$ cat config.mk
export PLATFORM = sky130hd
export DESIGN_NAME = ex_unit
export DESIGN_NICKNAME = d
export VERILOG_FILES = /design/src/verilog/ex_pkg.sv /design/src/verilog/mult_stage.sv /design/src/verilog/mult.sv /design/src/verilog/alu.sv /design/src/verilog/branch_unit.sv /design/src/verilog/issue_steer.sv /design/src/verilog/complete_stage.sv /design/src/verilog/ex_unit.sv
export SDC_FILE = /design/constraint.sdc
export NUM_CORES = 2
export LEC_CHECK = 0
export BUFFER_PORTS_ARGS = -buffer_cell sky130_fd_sc_hd__buf_2
export CAP_MARGIN = 20
export CORE_UTILIZATION = 30
export CTS_BUF_LIST = sky130_fd_sc_hd__clkbuf_4 sky130_fd_sc_hd__clkbuf_8
export DETAILED_ROUTE_END_ITERATION = 8
export SETUP_SLACK_MARGIN = 0.02
export SLEW_MARGIN = 25
export SYNTH_ARGS = -nofsm -noshare
export SYNTH_HDL_FRONTEND = slang
export SYNTH_SLANG_ARGS = --single-unit
export TNS_END_PERCENT = 1
$ cat constraint.sdc
create_clock -name clock -period 11.3 [get_ports clock]
set_clock_uncertainty 0.05 [all_clocks]
set_input_delay 1.13 -clock clock [delete_from_list [all_inputs] [get_ports clock]]
set_output_delay 1.13 -clock clock [all_outputs]
set_load 0.05 [all_outputs]
$ cat src/verilog/ex_pkg.sv
//////////////////////////////
// shared widths, word types, unit and function encodings
// issue slot, unit request and unit result structs
//////////////////////////////
`default_nettype none

package ex_pkg;

	parameter int XLEN = 32;
	parameter int TAG_BITS = 6; // tag 0 never writes

	typedef logic [XLEN-1:0] word_t;
	typedef logic [2*XLEN-1:0] dword_t;
	typedef logic [TAG_BITS-1:0] tag_t;

	//////////////////////////////
	// encodings
	//////////////////////////////
	typedef enum logic [1:0] {EX_ALU, EX_MULT, EX_BRANCH} exec_unit_e;

	typedef enum logic [3:0] {
		ALU_ADD, ALU_SUB, ALU_AND, ALU_OR, ALU_XOR,
		ALU_SLT, ALU_SLTU, ALU_SLL, ALU_SRL, ALU_SRA
	} alu_func_e;

	typedef enum logic [1:0] {MULT_MUL, MULT_MULH, MULT_MULHSU, MULT_MULHU} mult_func_e;

	// same numbering as funct3
	typedef enum logic [2:0] {
		BR_BEQ = 3'b000, BR_BNE = 3'b001, BR_BLT = 3'b100,
		BR_BGE = 3'b101, BR_BLTU = 3'b110, BR_BGEU = 3'b111
	} br_func_e;

	typedef enum logic [1:0] {OPA_RS1, OPA_NPC, OPA_PC, OPA_ZERO} opa_sel_e;
	typedef enum logic {OPB_RS2, OPB_IMM} opb_sel_e;

	//////////////////////////////
	// packets
	//////////////////////////////
	typedef struct packed {
		logic valid;
		exec_unit_e unit;
		alu_func_e alu_func;
		mult_func_e mult_func;
		br_func_e br_func;
		logic cond_branch;
		logic uncond_branch;
		opa_sel_e opa_sel;
		opb_sel_e opb_sel;
		word_t rs1_value;
		word_t rs2_value;
		word_t pc;
		word_t imm; // already sign-extended
		tag_t dest_tag;
	} issue_slot_t;

	typedef struct packed {
		logic valid;
		alu_func_e func;
		word_t opa;
		word_t opb;
		tag_t dest_tag;
	} alu_req_t;

	typedef struct packed {
		logic valid;
		mult_func_e func;
		word_t mcand;
		word_t mplier;
		tag_t dest_tag;
	} mult_req_t;

	typedef struct packed {
		logic valid;
		br_func_e func;
		logic cond_branch;
		logic uncond_branch;
		word_t rs1;
		word_t rs2;
		word_t opa;
		word_t opb;
		tag_t dest_tag;
	} br_req_t;

	typedef struct packed {
		logic valid;
		tag_t dest_tag;
		word_t value;
	} unit_result_t;

endpackage

`default_nettype wire

$ cat src/verilog/mult_stage.sv
//////////////////////////////
// one multiplier pipeline stage
//////////////////////////////
`timescale 1ns/1ps
`default_nettype none

module mult_stage #(
	parameter int MULT_STAGES = 4
) (
	input wire logic clock,
	input wire logic reset,
	input wire logic valid_in,
	input ex_pkg::mult_func_e func_in,
	input ex_pkg::tag_t tag_in,
	input ex_pkg::dword_t mcand_in,
	input ex_pkg::dword_t mplier_in,
	input ex_pkg::dword_t product_in,
	output logic valid_out,
	output ex_pkg::mult_func_e func_out,
	output ex_pkg::tag_t tag_out,
	output ex_pkg::dword_t mcand_out,
	output ex_pkg::dword_t mplier_out,
	output ex_pkg::dword_t product_out
);
	import ex_pkg::*;

	localparam int NUM_BITS = 2*XLEN/MULT_STAGES; // multiplier bits per stage

	dword_t partial;

	assign partial = dword_t'(mplier_in[NUM_BITS-1:0]) * mcand_in;

	always_ff @(posedge clock) begin
		product_out <= product_in + partial;
		mplier_out <= mplier_in >> NUM_BITS;
		mcand_out <= mcand_in << NUM_BITS;
		func_out <= func_in;
		tag_out <= tag_in;
	end

	always_ff @(posedge clock) begin
		if (reset) valid_out <= 1'b0;
		else valid_out <= valid_in;
	end

endmodule

`default_nettype wire

$ cat src/verilog/mult.sv
//////////////////////////////
// pipelined multiplier
// operand sign extension, stage chain, half select
//////////////////////////////
`timescale 1ns/1ps
`default_nettype none

module mult #(
	parameter int MULT_STAGES = 4
) (
	input wire logic clock,
	input wire logic reset,
	input ex_pkg::mult_req_t req,
	output ex_pkg::unit_result_t done
);
	import ex_pkg::*;

	logic signed_a, signed_b;
	logic valid_c [MULT_STAGES+1];
	mult_func_e func_c [MULT_STAGES+1];
	tag_t tag_c [MULT_STAGES+1];
	dword_t mcand_c [MULT_STAGES+1];
	dword_t mplier_c [MULT_STAGES+1];
	dword_t product_c [MULT_STAGES+1];

	// mul/mulh both signed, mulhsu rs1 only, mulhu neither
	assign signed_a = (req.func != MULT_MULHU);
	assign signed_b = (req.func == MULT_MUL) || (req.func == MULT_MULH);

	assign valid_c[0] = req.valid;
	assign func_c[0] = req.func;
	assign tag_c[0] = req.dest_tag;
	assign mcand_c[0] = {{XLEN{signed_a & req.mcand[XLEN-1]}}, req.mcand};
	assign mplier_c[0] = {{XLEN{signed_b & req.mplier[XLEN-1]}}, req.mplier};
	assign product_c[0] = '0;

	for (genvar s = 0; s < MULT_STAGES; s++) begin : g_stage
		mult_stage #(.MULT_STAGES(MULT_STAGES)) u_stage (
			.clock(clock),
			.reset(reset),
			.valid_in(valid_c[s]),
			.func_in(func_c[s]),
			.tag_in(tag_c[s]),
			.mcand_in(mcand_c[s]),
			.mplier_in(mplier_c[s]),
			.product_in(product_c[s]),
			.valid_out(valid_c[s+1]),
			.func_out(func_c[s+1]),
			.tag_out(tag_c[s+1]),
			.mcand_out(mcand_c[s+1]),
			.mplier_out(mplier_c[s+1]),
			.product_out(product_c[s+1])
		);
	end

	assign done.valid = valid_c[MULT_STAGES];
	assign done.dest_tag = tag_c[MULT_STAGES];
	assign done.value = (func_c[MULT_STAGES] == MULT_MUL) ?
		product_c[MULT_STAGES][XLEN-1:0] : product_c[MULT_STAGES][2*XLEN-1:XLEN];

endmodule

`default_nettype wire

$ cat src/verilog/alu.sv
//////////////////////////////
// integer alu, single cycle
//////////////////////////////
`timescale 1ns/1ps
`default_nettype none

module alu (
	input ex_pkg::alu_req_t req,
	output ex_pkg::word_t result
);
	import ex_pkg::*;

	logic [4:0] shamt;
	logic lt_signed, lt_unsigned;

	assign shamt = req.opb[4:0]; // rv32 shift amount
	assign lt_signed = $signed(req.opa) < $signed(req.opb);
	assign lt_unsigned = req.opa < req.opb;

	always_comb begin
		case (req.func)
			ALU_ADD: result = req.opa + req.opb;
			ALU_SUB: result = req.opa - req.opb;
			ALU_AND: result = req.opa & req.opb;
			ALU_OR: result = req.opa | req.opb;
			ALU_XOR: result = req.opa ^ req.opb;
			ALU_SLT: result = word_t'(lt_signed);
			ALU_SLTU: result = word_t'(lt_unsigned);
			ALU_SLL: result = req.opa << shamt;
			ALU_SRL: result = req.opa >> shamt;
			ALU_SRA: result = word_t'($signed(req.opa) >>> shamt);
			default: result = '0;
		endcase
	end

endmodule

`default_nettype wire

$ cat src/verilog/branch_unit.sv
//////////////////////////////
// branch unit
// condition, take decision, registered target
//////////////////////////////
`timescale 1ns/1ps
`default_nettype none

module branch_unit (
	input wire logic clock,
	input wire logic reset,
	input ex_pkg::br_req_t req,
	output ex_pkg::unit_result_t done,
	output logic taken,
	output ex_pkg::word_t target
);
	import ex_pkg::*;

	logic cond;

	always_comb begin
		case (req.func)
			BR_BEQ: cond = req.rs1 == req.rs2;
			BR_BNE: cond = req.rs1 != req.rs2;
			BR_BLT: cond = $signed(req.rs1) < $signed(req.rs2);
			BR_BGE: cond = $signed(req.rs1) >= $signed(req.rs2);
			BR_BLTU: cond = req.rs1 < req.rs2;
			BR_BGEU: cond = req.rs1 >= req.rs2;
			default: cond = 1'b0;
		endcase
	end

	// writeback entry, value always zero
	assign done = '{valid: req.valid, dest_tag: req.dest_tag, value: '0};

	// held until the next branch
	always_ff @(posedge clock) begin
		if (reset) begin
			taken <= 1'b0;
			target <= '0;
		end else if (req.valid) begin
			taken <= req.uncond_branch | (req.cond_branch & cond);
			target <= req.opa + req.opb;
		end
	end

endmodule

`default_nettype wire

$ cat src/verilog/issue_steer.sv
//////////////////////////////
// issue steering
// first valid slot per unit, operand muxes
//////////////////////////////
`timescale 1ns/1ps
`default_nettype none

module issue_steer #(
	parameter int N_WAY = 2
) (
	input ex_pkg::issue_slot_t [N_WAY-1:0] issue_slots,
	output ex_pkg::alu_req_t alu_req,
	output ex_pkg::mult_req_t mult_req,
	output ex_pkg::br_req_t br_req
);
	import ex_pkg::*;

	// operand a source
	function automatic word_t opa_of(issue_slot_t s);
		word_t v;
		case (s.opa_sel)
			OPA_RS1: v = s.rs1_value;
			OPA_NPC: v = s.pc + word_t'(4); // npc not carried in the slot
			OPA_PC: v = s.pc;
			default: v = '0;
		endcase
		return v;
	endfunction

	// operand b source
	function automatic word_t opb_of(issue_slot_t s);
		return (s.opb_sel == OPB_IMM) ? s.imm : s.rs2_value;
	endfunction

	always_comb begin
		alu_req = '0;
		mult_req = '0;
		br_req = '0;
		// lower slot wins, later ones for the same unit are ignored
		for (int i = 0; i < N_WAY; i++) begin
			if (issue_slots[i].valid) begin
				if (issue_slots[i].unit == EX_ALU && !alu_req.valid) begin
					alu_req.valid = 1'b1;
					alu_req.func = issue_slots[i].alu_func;
					alu_req.opa = opa_of(issue_slots[i]);
					alu_req.opb = opb_of(issue_slots[i]);
					alu_req.dest_tag = issue_slots[i].dest_tag;
				end
				if (issue_slots[i].unit == EX_MULT && !mult_req.valid) begin
					mult_req.valid = 1'b1;
					mult_req.func = issue_slots[i].mult_func;
					mult_req.mcand = issue_slots[i].rs1_value;
					mult_req.mplier = issue_slots[i].rs2_value;
					mult_req.dest_tag = issue_slots[i].dest_tag;
				end
				if (issue_slots[i].unit == EX_BRANCH && !br_req.valid) begin
					br_req.valid = 1'b1;
					br_req.func = issue_slots[i].br_func;
					br_req.cond_branch = issue_slots[i].cond_branch;
					br_req.uncond_branch = issue_slots[i].uncond_branch;
					br_req.rs1 = issue_slots[i].rs1_value;
					br_req.rs2 = issue_slots[i].rs2_value;
					br_req.opa = opa_of(issue_slots[i]);
					br_req.opb = opb_of(issue_slots[i]);
					br_req.dest_tag = issue_slots[i].dest_tag;
				end
			end
		end
	end

endmodule

`default_nettype wire

$ cat src/verilog/complete_stage.sv
//////////////////////////////
// completion stage
// packs mult, branch, alu results onto writeback ports
//////////////////////////////
`timescale 1ns/1ps
`default_nettype none

module complete_stage #(
	parameter int N_WAY = 2
) (
	input wire logic clock,
	input wire logic reset,
	input ex_pkg::unit_result_t mult_done,
	input ex_pkg::unit_result_t br_done,
	input ex_pkg::unit_result_t alu_done,
	input wire logic br_taken_in,
	input ex_pkg::word_t br_target_in,
	output ex_pkg::tag_t [N_WAY-1:0] complete_tag,
	output ex_pkg::word_t [N_WAY-1:0] ex_result,
	output logic [N_WAY-1:0] reg_wr_en,
	output logic take_branch,
	output ex_pkg::word_t br_target
);
	import ex_pkg::*;

	localparam int N_UNITS = 3;
	localparam int BR_IDX = 1; // position of the branch in priority order

	unit_result_t [N_UNITS-1:0] results;
	tag_t [N_WAY-1:0] tag_next;
	word_t [N_WAY-1:0] value_next;
	logic br_wb_next, br_wb_q;

	assign results = {alu_done, br_done, mult_done}; // index 0 first

	//////////////////////////////
	// packing
	//////////////////////////////
	always_comb begin
		int fill;
		fill = 0;
		tag_next = '0;
		value_next = '0;
		br_wb_next = 1'b0;
		for (int r = 0; r < N_UNITS; r++) begin
			if (results[r].valid && fill < N_WAY) begin // overflow dropped
				tag_next[fill] = results[r].dest_tag;
				value_next[fill] = results[r].value;
				if (r == BR_IDX) br_wb_next = 1'b1;
				fill++;
			end
		end
	end

	always_ff @(posedge clock) begin
		if (reset) begin
			complete_tag <= '0;
			br_wb_q <= 1'b0;
		end else begin
			complete_tag <= tag_next;
			br_wb_q <= br_wb_next;
		end
	end

	always_ff @(posedge clock) ex_result <= value_next;

	always_comb begin
		for (int w = 0; w < N_WAY; w++) reg_wr_en[w] = (complete_tag[w] != '0); // tag 0 is no dest
	end

	// branch unit registers on the same edge, pulse only with its writeback
	assign take_branch = br_wb_q & br_taken_in;
	assign br_target = br_target_in;

endmodule

`default_nettype wire

$ cat src/verilog/ex_unit.sv
//////////////////////////////
// execute stage top level
// steering, alu, multiplier, branch unit, completion
//////////////////////////////
`timescale 1ns/1ps
`default_nettype none

module ex_unit #(
	parameter int N_WAY = 2,
	parameter int MULT_STAGES = 4
) (
	input wire logic clock,
	input wire logic reset,
	input ex_pkg::issue_slot_t [N_WAY-1:0] issue_slots,
	output ex_pkg::tag_t [N_WAY-1:0] complete_tag,
	output ex_pkg::word_t [N_WAY-1:0] ex_result,
	output logic [N_WAY-1:0] reg_wr_en,
	output logic take_branch,
	output ex_pkg::word_t br_target
);
	import ex_pkg::*;

	alu_req_t alu_req;
	mult_req_t mult_req;
	br_req_t br_req;
	word_t alu_result;
	unit_result_t alu_done, mult_done, br_done;
	logic br_taken;
	word_t br_target_next;

	issue_steer #(.N_WAY(N_WAY)) u_steer (
		.issue_slots(issue_slots),
		.alu_req(alu_req),
		.mult_req(mult_req),
		.br_req(br_req)
	);

	alu u_alu (
		.req(alu_req),
		.result(alu_result)
	);

	// alu is combinational, so the request carries its own tag and valid
	assign alu_done = '{valid: alu_req.valid, dest_tag: alu_req.dest_tag, value: alu_result};

	mult #(.MULT_STAGES(MULT_STAGES)) u_mult (
		.clock(clock),
		.reset(reset),
		.req(mult_req),
		.done(mult_done)
	);

	branch_unit u_branch (
		.clock(clock),
		.reset(reset),
		.req(br_req),
		.done(br_done),
		.taken(br_taken),
		.target(br_target_next)
	);

	complete_stage #(.N_WAY(N_WAY)) u_complete (
		.clock(clock),
		.reset(reset),
		.mult_done(mult_done),
		.br_done(br_done),
		.alu_done(alu_done),
		.br_taken_in(br_taken),
		.br_target_in(br_target_next),
		.complete_tag(complete_tag),
		.ex_result(ex_result),
		.reg_wr_en(reg_wr_en),
		.take_branch(take_branch),
		.br_target(br_target)
	);

endmodule

`default_nettype wire

# Word level (Yosys, flattened, before mapping)
# Cells that the tools add are included.
# word_totals
output_inout_bits,111
in_bits,304
ff_bits,502
word_cells,153
# classes
n_bitwise,10
mux,39
n_reduce_logical,21
shift,3
mul,4
n_addsub,9
magnitude_cmp,12
n_eq_ne,26
# ops
cell,n
two-way mux 140 bit,4
case mux 32 bit (10 select lines),1
two-way mux 75 bit,4
two-way mux 73 bit,4
two-way mux 32 bit,7
adder 64 bit,3
case mux 32 bit (3 select lines),2
less-than comparator 32 bit,4
two-way mux 64 bit,2
"adder 32 x 3 -> 32 bit, second input constant",2
adder 32 bit,2
AND 32 x 64 -> 64 bit,1
bitwise mux 64 bit,1
demux 32 bit (select 1 bit),2
>= comparator 32 bit,2
"less-than comparator 32 x 3 -> 1 bit, second input constant",2
NOT 64 bit,1
multiplier 17 x 33 -> 50 bit,1
multiplier 16 x 48 -> 48 bit,1
AND 32 bit,1
== test 32 bit,1
">= comparator 32 x 1 -> 1 bit, second input constant",1
multiplier 16 x 32 -> 32 bit,1
inequality test 32 bit,1
other kinds (34),73

# Depth between registers and ports, before layout
# logic_depth
ltp_word,16
ltp_mapped,37
depth_no_buf,36

# Cells and area by module
# Synthesis repeated with hierarchy kept, for this count alone.
# unflattened
cells_unflattened,17719
area_unflattened_um2,152588.8
# modules_own_cells
module,cells_each,instances,area_per_inst_um2
mult_stage (u_mult.g_stage[0].u_stage ...),3680,3,32593.8
mult_stage (u_mult.g_stage[3].u_stage),3694,1,32809.0
alu,1204,1,8351.8
issue_steer,831,1,5765.5
branch_unit,525,1,4041.4
complete_stage,385,1,3394.5
mult,40,1,445.4

# Worst setup path after synthesis
# OpenSTA, ideal clock, no wires.
# synth_timing
kind,in2reg
start,in issue_slots[150] (netlist name)
end,reg u_mult.g_stage[0].u_stage.product_out[44]
cell_stages,30
path_buffers,5
t_arrival_ns,8.760
t_required_ns,11.123
setup_slack_ns,2.363
path_cell_list,and3b_1 > clkbuf_1 > nor2_1 > clkbuf_1 > buf_1 > a22o_1 > clkbuf_1 > nand2_1 > fa_1 > inv_1 > fa_1 > inv_1 > fa_1 > fa_1 > fa_1 > inv_1 > fa_1 > ha_1 > clkbuf_1 > and4_1 > a41oi_1 > o21ai_0 > a211o_1 > a2111oi_0 > o31a_1 > o22ai_1 > a31o_2 > a31oi_1 > o21ai_0 > xor2_1
# synth_via
elab_chain_cells,8
# synth_rtl
element,line_no,rtl
"start, declared",ex_unit.sv:14,"input ex_pkg::issue_slot_t [N_WAY-1:0] issue_slots,"
two-way mux 73 bit *,issue_steer.sv:41,if (issue_slots[i].valid) begin
zero test 1 bit,issue_steer.sv:49,if (issue_slots[i].unit == EX_MULT && !mult_req.valid) begin
logical AND 1 bit,issue_steer.sv:49,
two-way mux 73 bit,issue_steer.sv:49,
two-way mux 73 bit *,issue_steer.sv:41,
inequality test 2 bit,mult.sv:27,assign signed_a = (req.func != MULT_MULHU);
AND 1 bit,mult.sv:33,"assign mcand_c[0] = {{XLEN{signed_a & req.mcand[XLEN-1]}}, req.mcand};"
multiplier 17 x 33 -> 50 bit *,mult_stage.sv:31,assign partial = dword_t'(mplier_in[NUM_BITS-1:0]) * mcand_in;
net u_mult.g_stage[0].u_stage.partial[44],mult_stage.sv:29,dword_t partial;
"end signal, assigned",mult_stage.sv:34,product_out <= product_in + partial;
"end, declared",mult_stage.sv:23,output ex_pkg::dword_t product_out
# Mark *: on every way through the listed nets, which the timed path passes. The rest lies on a longest branch.
# A chain may end at the register's enable or synchronous reset.

# Worst setup path in the final report
# layout_timing
start,reg u_mult.g_stage[0].u_stage.mcand_out[22]
end,reg u_mult.g_stage[1].u_stage.product_out[63]
# layout_via
elab_chain_cells,2
# layout_rtl
element,line_no,rtl
"start, declared",mult_stage.sv:21,"output ex_pkg::dword_t mcand_out,"
"start signal, assigned",mult_stage.sv:36,mcand_out <= mcand_in << NUM_BITS;
multiplier 16 x 48 -> 48 bit,mult_stage.sv:31,
adder 64 bit,mult_stage.sv:34,
"end signal, assigned",mult_stage.sv:34,
"end, declared",mult_stage.sv:23,
# No other way between the ends.

==> run metrics <==
post-synth cell types 103; Tot GR Track Use 0.244; Switching Power 3120 uW; CP Max Fanout 17; Hold Buf Count CTS 0; Final GP Congestion 1.05; worst setup path startpoint u_mult.g_stage[0].u_stage.mcand_out[22]; synth top area cells fa_1 (32%), dfxtp_1 (13%), ha_1 (8.5%), inv_1 (7.2%), nand2_1 (5.2%); Slew HR 0.164; Worst Setup EP u_mult.g_stage[1].u_stage.product_out[63]; Congestion Overflow GR 0; hold crit path type reg2reg; number of port buffers 414; unrepaired setup endpoints after global routing no; crit-path leading delay family adder cells; Synth Register Bits 488; pin count of the biggest net entering global routing 73; minimum clock period 9.94 ns; post-synth top area share 0.317; Most common cell on crit path fa_1; worst setup margin 1.36 ns; Layout fillers 26.6k; Mapped Area 76400 um^2; root buffer cell clkbuf_8; asr flop ratio synth 0; Placed Cells 12.5k; TritonCTS clock tree yes; worst reg2reg path endpoint u_mult.g_stage[1].u_stage.product_out[63]; H-tree levels 3; worst r2r src u_mult.g_stage[0].u_stage.mcand_out[22]; Worst EP arrival 10.54 ns; CTS Sinks 488; Main synth FF type dfxtp_1; Max stage delay on crit path 0.99 ns; status finished clean; Pwr Density 88.0 nW/um^2; DR DRC count 0; Chip Height 507 um; dpl hpwl 262000 um; Sw Share 0.419; Final Setup Violations 0; DR WL/cell 24.9 um; Max clock buf depth 3; routed wire length 315000 um; via count 68.6k; clock buffer count from CTS 90; Post-CTS Resized 0; drt first pass iters 9; R2R cell count 34; die width 507 um; Die ar. 257000 um^2; Final Cycle Share 0.880; Crit. End Element register; worst-skew pair later-pin latency 0.88 ns; DRT iter0 DRCs 8126; Reg power frac 0.309; CP required 11.90 ns; most frequent cell after synthesis inv_1; actual slew at the worst max-slew pin 1.25 ns; R2R Setup Slk 1.36 ns; sequential share of the synthesized area 0.128; remaining antenna violation count after routing 0; leakage power 0.0381 uW; largest area contributor in the netlist fa_1; combinational share of power 0.421; pre-CTS setup slack 1.13 ns; nets@finish 11.3k; CORE AREA 252000 um^2; Max Slew Vio Count 0; Reg clk slew, reported paths 0.06 ns; Rows 184; Post-CTS Setup Bufs 0; Pint 4320 uW; Clk pwr share 0.270; Area Overhead vs Synth 10.7%; met3 Track Usage GR 0.0820; DR vias/cell 5.42; number of flops mapped to enable cells by yosys 0; Buf/Inv on CP 5; M2 GR Usage 0.356; initial antenna violation count 90; Final Hold Vio Count 0; peak supply drop 0.100 mV; Tot Pwr 7450 uW; first-pass GRT wire length 463000 um; final setup TNS 0 ns; slowest cell on the critical path dfxtp_1; hold slack 0.271 ns; Post-Syn Area per Cell 8.50 um^2; met1 Track Usage GR 0.323; Syn Inst Count 8996; Yosys Warn Count 0; Max Clock Freq 101 MHz; vias in the first global route 68.3k; IO Count 415; WS Path Type reg2reg; Max-cap violations 0; net count after synthesis 11.0k; synth cell count leaders inv_1 (1466), fa_1 (1209), nand2_1 (1050); critical path depth 34; gr busiest metal met2; Initial Utilization 0.303; Post-Layout Cell Count 12.7k; startpoint types register; layout cells sized above 1 0.0969
layout by cell type (no fill, tap or decap), drive strengths merged, types with 47 or more instances in the layout:
| master | n |
|---|---|
| o22ai | 127 |
| nand2b | 54 |
| nor2 | 581 |
| nor2b | 62 |
| o211ai | 52 |
| inv | 1477 |
| nor3 | 113 |
| fa | 1209 |
| nand2 | 1050 |
| nand4 | 71 |
| a21o | 147 |
| o21a | 55 |
| nor4 | 62 |
| o21bai | 49 |
| and3 | 47 |
| a31oi | 64 |
| buf | 573 |
| a22oi | 112 |
| xor2 | 92 |
| a21oi | 405 |
| ha | 518 |
| a22o | 87 |
| dfxtp | 488 |
| clkbuf | 128 |
| a211oi | 78 |
| o21ai | 298 |
| xnor2 | 197 |
| nand3 | 143 |
| mux2i | 126 |
| and2 | 243 |
sequential cells by signal, summed over array words and instances, names as in the netlist:
signal,cells
u_branch.taken,1
u_branch.target,32
u_complete.br_wb_q,1
u_complete.complete_tag,12
u_complete.ex_result,64
u_mult.g_stage.u_stage.func_out,8
u_mult.g_stage.u_stage.mcand_out,81
u_mult.g_stage.u_stage.mplier_out,19
u_mult.g_stage.u_stage.product_out,242
u_mult.g_stage.u_stage.tag_out,24
u_mult.g_stage.u_stage.valid_out,4
cell type report:
type | instances | area, um^2 | area share
antenna | 24 | 60.1 | 0.000710
clock buffer | 128 | 1640 | 0.0194
clock inverter | 32 | 489 | 0.00578
inverter | 1478 | 5550 | 0.0656
multi-input combinational | 6595 | 59600 | 0.705
sequential | 488 | 9770 | 0.116
tap | 3348 | 4190 | 0.0495
timing repair buffer | 573 | 3280 | 0.0387
through the flow:
step / cell area [um^2] / util
after floorplan: 76400 / -
after global placement: 82300 / 0.326
after detailed placement: 82400 / 0.326
after CTS: 84500 / 0.335
after global routing: 84600 / 0.335
final: 84600 / 0.335
cells by family (layout without fill, tap and decap cells):
| kind of cell | after synthesis | count (layout) | share of synthesized area |
|---|---|---|---|
| AND/OR/NAND/NOR | 2594 | 2594 | 0.159 |
| XOR/XNOR | 289 | 289 | 0.0331 |
| flip-flops | 488 | 488 | 0.128 |
| other | 0 | 24 | 0 |
| buffers and inverters | 1913 | 2211 | 0.0948 |
| multiplexers | 169 | 169 | 0.0229 |
| adder cells (fa/ha/maj) | 1727 | 1727 | 0.401 |
| AO/OA/AOI/OAI | 1816 | 1816 | 0.161 |
metal layers:
layer / share of wire / vias to the layer above
met5: 0.0018 / -
met4: 0.052 / 90
met3: 0.12 / 788
met2: 0.41 / 3660
met1: 0.41 / 33900
li1: - / 30100
power groups by stage:
| stage | Combinational, uW | Sequential, uW | Clock (uW) |
|---|---|---|---|
| 4_1_cts | 3090 | 2300 | 2060 |
| 6_report | 3130 | 2300 | 2010 |
| 2_1_floorplan | 1990 | 2220 | 0 |
| 3_3_place_gp | 3070 | 2330 | 0 |
| 3_5_place_dp | 3060 | 2340 | 0 |
| 5_1_grt | 3390 | 2330 | 2150 |
how the worst min path moves through the flow:
stage	from	endpoint	slack, ns	cells after the start
2_1_floorplan	u_mult.g_stage[0].u_stage.func_out[0]	u_mult.g_stage[1].u_stage.func_out[0]	0.26	0
3_3_place_gp	u_mult.g_stage[0].u_stage.product_out[15]	u_mult.g_stage[1].u_stage.product_out[15]	0.26	0
3_5_place_dp	u_mult.g_stage[0].u_stage.func_out[0]	u_mult.g_stage[1].u_stage.func_out[0]	0.26	0
4_1_cts	u_mult.g_stage[1].u_stage.product_out[28]	u_mult.g_stage[2].u_stage.product_out[28]	0.27	0
5_1_grt	u_mult.g_stage[0].u_stage.product_out[11]	u_mult.g_stage[1].u_stage.product_out[11]	0.28	0
6_report	u_mult.g_stage[2].u_stage.product_out[24]	u_mult.g_stage[3].u_stage.product_out[24]	0.27	0
(Power assumes the default switching activity.)
